==> src/rtl/rvfi_chk_pkg.sv <==
`default_nettype none

package rvfi_chk_pkg;

  // Datapath widths of the RVFI retirement port
  localparam int unsigned XLEN      = 32;
  localparam int unsigned RF_ADDR_W = 5;

  // Cause field widths as carried on RVFI
  localparam int unsigned EXC_CAUSE_W  = 6;
  localparam int unsigned INTR_CAUSE_W = 11;
  localparam int unsigned DBG_CAUSE_W  = 3;

  // Location of the cause field inside dcsr
  localparam int unsigned DCSR_CAUSE_LSB = 6;
  localparam int unsigned DCSR_CAUSE_MSB = 8;

  // Width of the saturating error counter
  localparam int unsigned ERR_CNT_W = 16;

  // Number of consistency checks
  localparam int unsigned NUM_CHECKS = 7;

  // Bit positions in the violation vector
  // Lower index means higher reporting priority
  localparam int unsigned CHK_RS1_RESET    = 0;
  localparam int unsigned CHK_RS2_RESET    = 1;
  localparam int unsigned CHK_DBG_CAUSE    = 2;
  localparam int unsigned CHK_EXC_CAUSE    = 3;
  localparam int unsigned CHK_EXC_NOCAUSE  = 4;
  localparam int unsigned CHK_INTR_NOCAUSE = 5;
  localparam int unsigned CHK_DBG_NOCAUSE  = 6;

  // Width of the error code
  localparam int unsigned ERR_CODE_W = 3;

  // Error codes, each one above its check index
  typedef enum logic [ERR_CODE_W-1:0] {
    ERR_NONE         = 3'd0,
    ERR_RS1_RESET    = 3'd1,
    ERR_RS2_RESET    = 3'd2,
    ERR_DBG_CAUSE    = 3'd3,
    ERR_EXC_CAUSE    = 3'd4,
    ERR_EXC_NOCAUSE  = 3'd5,
    ERR_INTR_NOCAUSE = 3'd6,
    ERR_DBG_NOCAUSE  = 3'd7
  } err_code_e;

endpackage : rvfi_chk_pkg

`default_nettype wire
==> src/rtl/rvfi_cause_check.sv <==
`default_nettype none

module rvfi_cause_check (
  // Retirement strobe, qualifies every other input
  input  logic                                    rvfi_valid,

  // Source operands of the retiring instruction
  input  logic [rvfi_chk_pkg::RF_ADDR_W-1:0]      rvfi_rs1_addr,
  input  logic [rvfi_chk_pkg::RF_ADDR_W-1:0]      rvfi_rs2_addr,
  input  logic [rvfi_chk_pkg::XLEN-1:0]           rvfi_rs1_rdata,
  input  logic [rvfi_chk_pkg::XLEN-1:0]           rvfi_rs2_rdata,

  // Debug entry cause and dcsr as read
  input  logic [rvfi_chk_pkg::DBG_CAUSE_W-1:0]    rvfi_dbg,
  input  logic [rvfi_chk_pkg::XLEN-1:0]           rvfi_csr_dcsr_rdata,

  // Trap fields
  input  logic                                    rvfi_trap_exception,
  input  logic [rvfi_chk_pkg::EXC_CAUSE_W-1:0]    rvfi_trap_exception_cause,
  input  logic                                    rvfi_trap_debug,
  input  logic [rvfi_chk_pkg::DBG_CAUSE_W-1:0]    rvfi_trap_debug_cause,

  // Interrupt fields
  input  logic                                    rvfi_intr_interrupt,
  input  logic [rvfi_chk_pkg::INTR_CAUSE_W-1:0]   rvfi_intr_cause,

  // mcause write as seen at retirement
  input  logic [rvfi_chk_pkg::XLEN-1:0]           rvfi_csr_mcause_wdata,
  input  logic [rvfi_chk_pkg::XLEN-1:0]           rvfi_csr_mcause_wmask,

  input  logic                                    rvfi_dbg_mode,

  // History from the retirement tracker
  input  logic                                    first_retire,
  input  logic                                    was_dbg_mode,

  // One bit per check, set on violation
  output logic [rvfi_chk_pkg::NUM_CHECKS-1:0]     violations
);

  import rvfi_chk_pkg::*;

  // Cause field of dcsr
  logic [DBG_CAUSE_W-1:0] dcsr_cause;
  // Exception cause widened to the CSR width
  logic [XLEN-1:0]        exc_cause_ext;
  // Value the core actually wrote into mcause
  logic [XLEN-1:0]        mcause_written;

  assign dcsr_cause     = rvfi_csr_dcsr_rdata[DCSR_CAUSE_MSB:DCSR_CAUSE_LSB];
  assign exc_cause_ext  = {{(XLEN-EXC_CAUSE_W){1'b0}}, rvfi_trap_exception_cause};
  assign mcause_written = rvfi_csr_mcause_wdata & rvfi_csr_mcause_wmask;

  // Each rule carries its own rvfi_valid qualifier
  always_comb begin
    violations = '0;

    // Register file reads zero right after reset
    violations[CHK_RS1_RESET] = rvfi_valid && first_retire
                                && (rvfi_rs1_addr != '0) && (rvfi_rs1_rdata != '0);
    violations[CHK_RS2_RESET] = rvfi_valid && first_retire
                                && (rvfi_rs2_addr != '0) && (rvfi_rs2_rdata != '0);

    // Debug entry cause must match dcsr
    // Skipped when already in debug since dcsr is not rewritten then
    violations[CHK_DBG_CAUSE] = rvfi_valid && (rvfi_dbg != '0) && !was_dbg_mode
                                && (rvfi_dbg != dcsr_cause);

    // Exception cause must match the mcause write
    // In debug mode mcause is left alone
    violations[CHK_EXC_CAUSE] = rvfi_valid && rvfi_trap_exception && !rvfi_dbg_mode
                                && (exc_cause_ext != mcause_written);

    // Every trap kind needs a nonzero cause
    violations[CHK_EXC_NOCAUSE]  = rvfi_valid && rvfi_trap_exception
                                   && (rvfi_trap_exception_cause == '0);
    violations[CHK_INTR_NOCAUSE] = rvfi_valid && rvfi_intr_interrupt
                                   && (rvfi_intr_cause == '0);
    violations[CHK_DBG_NOCAUSE]  = rvfi_valid && rvfi_trap_debug
                                   && (rvfi_trap_debug_cause == '0);

    // No rule may fire outside a retirement
    if (!rvfi_valid) begin
      a_no_violation_idle: assert (violations == '0)
        else $error("violation flagged without rvfi_valid");
    end
  end

endmodule : rvfi_cause_check

`default_nettype wire

==> config.mk <==
export PLATFORM = sky130hd
export DESIGN_NAME = rvfi_cause_check
export DESIGN_NICKNAME = d
export VERILOG_FILES = /design/src/rtl/rvfi_chk_pkg.sv /design/src/rtl/rvfi_cause_check.sv
export SDC_FILE = /design/constraint.sdc
export NUM_CORES = 1
export LEC_CHECK = 0
export BUFFER_PORTS_ARGS = -buffer_cell sky130_fd_sc_hd__buf_4
export CAP_MARGIN = 40
export CORE_AREA = 2 2 81 83
export DETAILED_ROUTE_END_ITERATION = 10
export DIE_AREA = 0 0 83 85
export SLEW_MARGIN = 20
export SYNTH_ARGS = -nofsm -noshare
export SYNTH_HDL_FRONTEND = slang
export SYNTH_SLANG_ARGS = --single-unit
==> constraint.sdc <==
create_clock -name vclk -period 2.4
set_input_delay 0.36 -clock vclk [all_inputs]
set_output_delay 0.36 -clock vclk [all_outputs]
set_load 0.03 [all_outputs]
* Yosys cells after proc, flatten, opt, wreduce, memory -nomap -nowiden
Index checks and enable logic that the tools add are counted.
** Operators by class
- Equal/unequal tests :: 2
- Bitwise operators :: 1
- Reductions and logical operators :: 26
** Operators by type and width (count)
- nonzero test 32 bit :: 2
- AND 32 bit :: 1
- inequality test 6 x 32 -> 1 bit :: 1
- logical AND 1 bit :: 16
- logical NOT 11 bit :: 1
- nonzero test 5 bit :: 2
- logical NOT 6 bit :: 1
- logical NOT 3 bit :: 1
- inequality test 3 bit :: 1
- nonzero test 3 bit :: 1
- logical NOT 1 bit :: 2
** Word-level totals
- Bits in registers :: 0
- Output and inout port bits :: 7
- Logic and storage cells :: 29

* Longest topological paths before layout
- Word-level depth :: 4
- Gate-level depth with buffers :: 4
- Depth with buffers taken out :: 4

* Worst setup path before layout
Ideal clock, no wire load.
- Kind :: input port to output port
- Start point :: input rvfi_trap_exception_cause[1] (netlist bit)
- End point :: output violations[4] (netlist bit)
- Arrival time :: 1779 ps
- Data required time :: 2040 ps
- Path slack :: 261 ps
- Stages :: 2
- Path buffers :: 0
- Path through :: or4_1 nor4_1
** On the way
- Cells in the longest elaborated chain, start to end :: 2
** RTL lines
- from (decl) :: RTL line rvfi_cause_check.sv:19 : input logic [rvfi_chk_pkg::EXC_CAUSE_W-1:0] rvfi_trap_exception_cause,
- logical NOT 6 bit :: RTL line rvfi_cause_check.sv:76 : && (rvfi_trap_exception_cause == '0);
- logical AND 1 bit :: RTL line rvfi_cause_check.sv:76
- to (decl) :: RTL line rvfi_cause_check.sv:38 : output logic [rvfi_chk_pkg::NUM_CHECKS-1:0] violations
Every way passes these cells.

* Final worst setup path
- Start point :: input rvfi_intr_cause[5] (netlist bit)
- End point :: output violations[5] (netlist bit)
** On the way
- Cells in the longest elaborated chain, start to end :: 2
** RTL lines
- from (decl) :: RTL line rvfi_cause_check.sv:25 : input logic [rvfi_chk_pkg::INTR_CAUSE_W-1:0] rvfi_intr_cause,
- logical NOT 11 bit :: RTL line rvfi_cause_check.sv:78 : && (rvfi_intr_cause == '0);
- logical AND 1 bit :: RTL line rvfi_cause_check.sv:78
Every way passes these cells.

==> impl_metrics.json <==
{
  "rsz0062_at_grt": "no",
  "fin_crit_ps": 1890,
  "placed_area_sq_um": 1930,
  "synth_most_common_cell": "nor4_1",
  "holdPathStages": 3,
  "tightest_slew_ps": 373,
  "status": "completed",
  "cp-end-kind": "output pin",
  "yosysUniqueCellTypes": 18,
  "cp.arrival_ps": 1530,
  "synth.top_cells.by_count": "nor4_1 (21), and3_1 (6), a21oi_1 (5), a22oi_1 (5)",
  "rows": 29,
  "synthCells": 76,
  "overflow": 0,
  "post-dp-hpwl_microns": 4090,
  "drive_gt1_frac": 0.701,
  "netlist_top_cells_area": "nor4_1 (26%), a22oi_1 (7.6%), and3_1 (7.6%)",
  "min_period_over_period": 0.787,
  "nets": 456,
  "antenna_found_initial": 0,
  "finalPower_uw": 279,
  "yosys.area.top_type": "nor4_1",
  "cp.required_ps": 2040,
  "grt_pass1_vias": 1545,
  "drv_slew": 0,
  "p_per_area_nw_per_um2": 145,
  "synth_top_area_frac": 0.264,
  "wire_per_inst_microns": 13.0,
  "yosysWarnings": 0,
  "post-cts-setup-buffers": 0,
  "synth_nets": 276,
  "coreArea_sq_um": 6200,
  "tns_ps": 0,
  "viasPerCell": 4.35,
  "final-seq-area_sq_um": 0,
  "wirelength_microns": 4310,
  "critPathLaunchType": "input port",
  "synth_area_per_cell_sq_um": 6.54,
  "numSequentialCells": 0,
  "max_freq_ghz": 0.529,
  "design_area_sq_um": 1930,
  "place.gp.congestion": 0.852,
  "drtIter0Drc": 17,
  "drc": 0,
  "hold_buffers": 0,
  "crit_type": "in2out",
  "p_leak_nw": 0.995,
  "grtUsageTotal": 0.114,
  "drv_cap": 0,
  "cts_resized": 0,
  "io_pins": 207,
  "hold_viol_final": 0,
  "dieArea_sq_um": 7060,
  "drtPass1Iterations": 4,
  "yosysSeqAreaShare": 0,
  "cp_max_fo": 1,
  "num_antenna_cells": 0,
  "grt_pass1_wl_microns": 6800,
  "place.port_buffers": 178,
  "irDropWorstVdd_mv": 0.0565,
  "worst_slack_ps": 511,
  "netlist_area_sq_um": 497,
  "vias": 1439,
  "start_util": 0.0801,
  "die_h_microns": 85,
  "hold_path_class": "in2out",
  "die_w_microns": 83,
  "clkbuf_count": 0,
  "grt_start_max_net_pins": 6,
  "finalSetupViolCount": 0,
  "slew_headroom": 0.749,
  "area_delta_synth_final_pct": 288,
  "pre_cts_ws_ps": 492,
  "ant_nets": 0
}
==> report_power, final <==
part           switching [mW]  total [mW]  internal (mW)
registers                   0           0              0
logic                  0.0747       0.279          0.204
clock network               0           0              0
total                  0.0747       0.279          0.204
==> metal layers <==
layer | up-vias | share of wire | GRT usage
li1 | 702 | - | -
met1 | 611 | 0.32 | 0.114
met2 | 124 | 0.55 | 0.248
met3 | 2 | 0.12 | 0.0253
met4 | 0 | 0.0039 | 0.00447
met5 | - | 0 | 0
==> through the flow <==
step	util	instances	hold WS (ps)
5_1_grt	0.311	331	1010
3_3_place_gp	0.311	331	986
6_report	0.311	331	990
2_1_floorplan	-	76	832
3_5_place_dp	0.311	331	997
4_1_cts	0.311	331	997
==> kinds of logic after synthesis <==
| group | share of synthesized area |
|---|---|
| AND/OR/NAND/NOR | 0.605 |
| AO/OA/AOI/OAI | 0.325 |
| XOR/XNOR | 0.0705 |
==> area by class of cell <==
cell class | instances | area, sq um
fill | 696 | 4280
timing repair buffer | 178 | 1340
tap | 77 | 96.3
multi-input combinational | 76 | 497
==> worst paths after layout <==
path | from | endpoint | slack [ps]
max | rvfi_intr_cause[5] | violations[5] | 510
min | rvfi_dbg_mode | violations[3] | 990
==> worst max-delay path, stage by stage <==
cell and delay [ps]:
buf_4 110, or4_1 520, nor4_1 170, and4_1 220, buf_4 160
==> cell usage in the layout (no fill, tap or decap) <==
cell type and count:
nor2_1 4, and3_1 6, xnor2_1 1, a22o_1 4, nand2_1 4, nor3_1 4
nor4_1 21, nand4_1 4, and4_1 2, o211ai_1 1, a22oi_1 5, or4_1 4
o22ai_1 2, a311oi_1 1, a221oi_1 4, nor4b_1 1, buf_4 178, a21oi_1 5
xor2_1 3
Power figures use the tool's default switching activity.
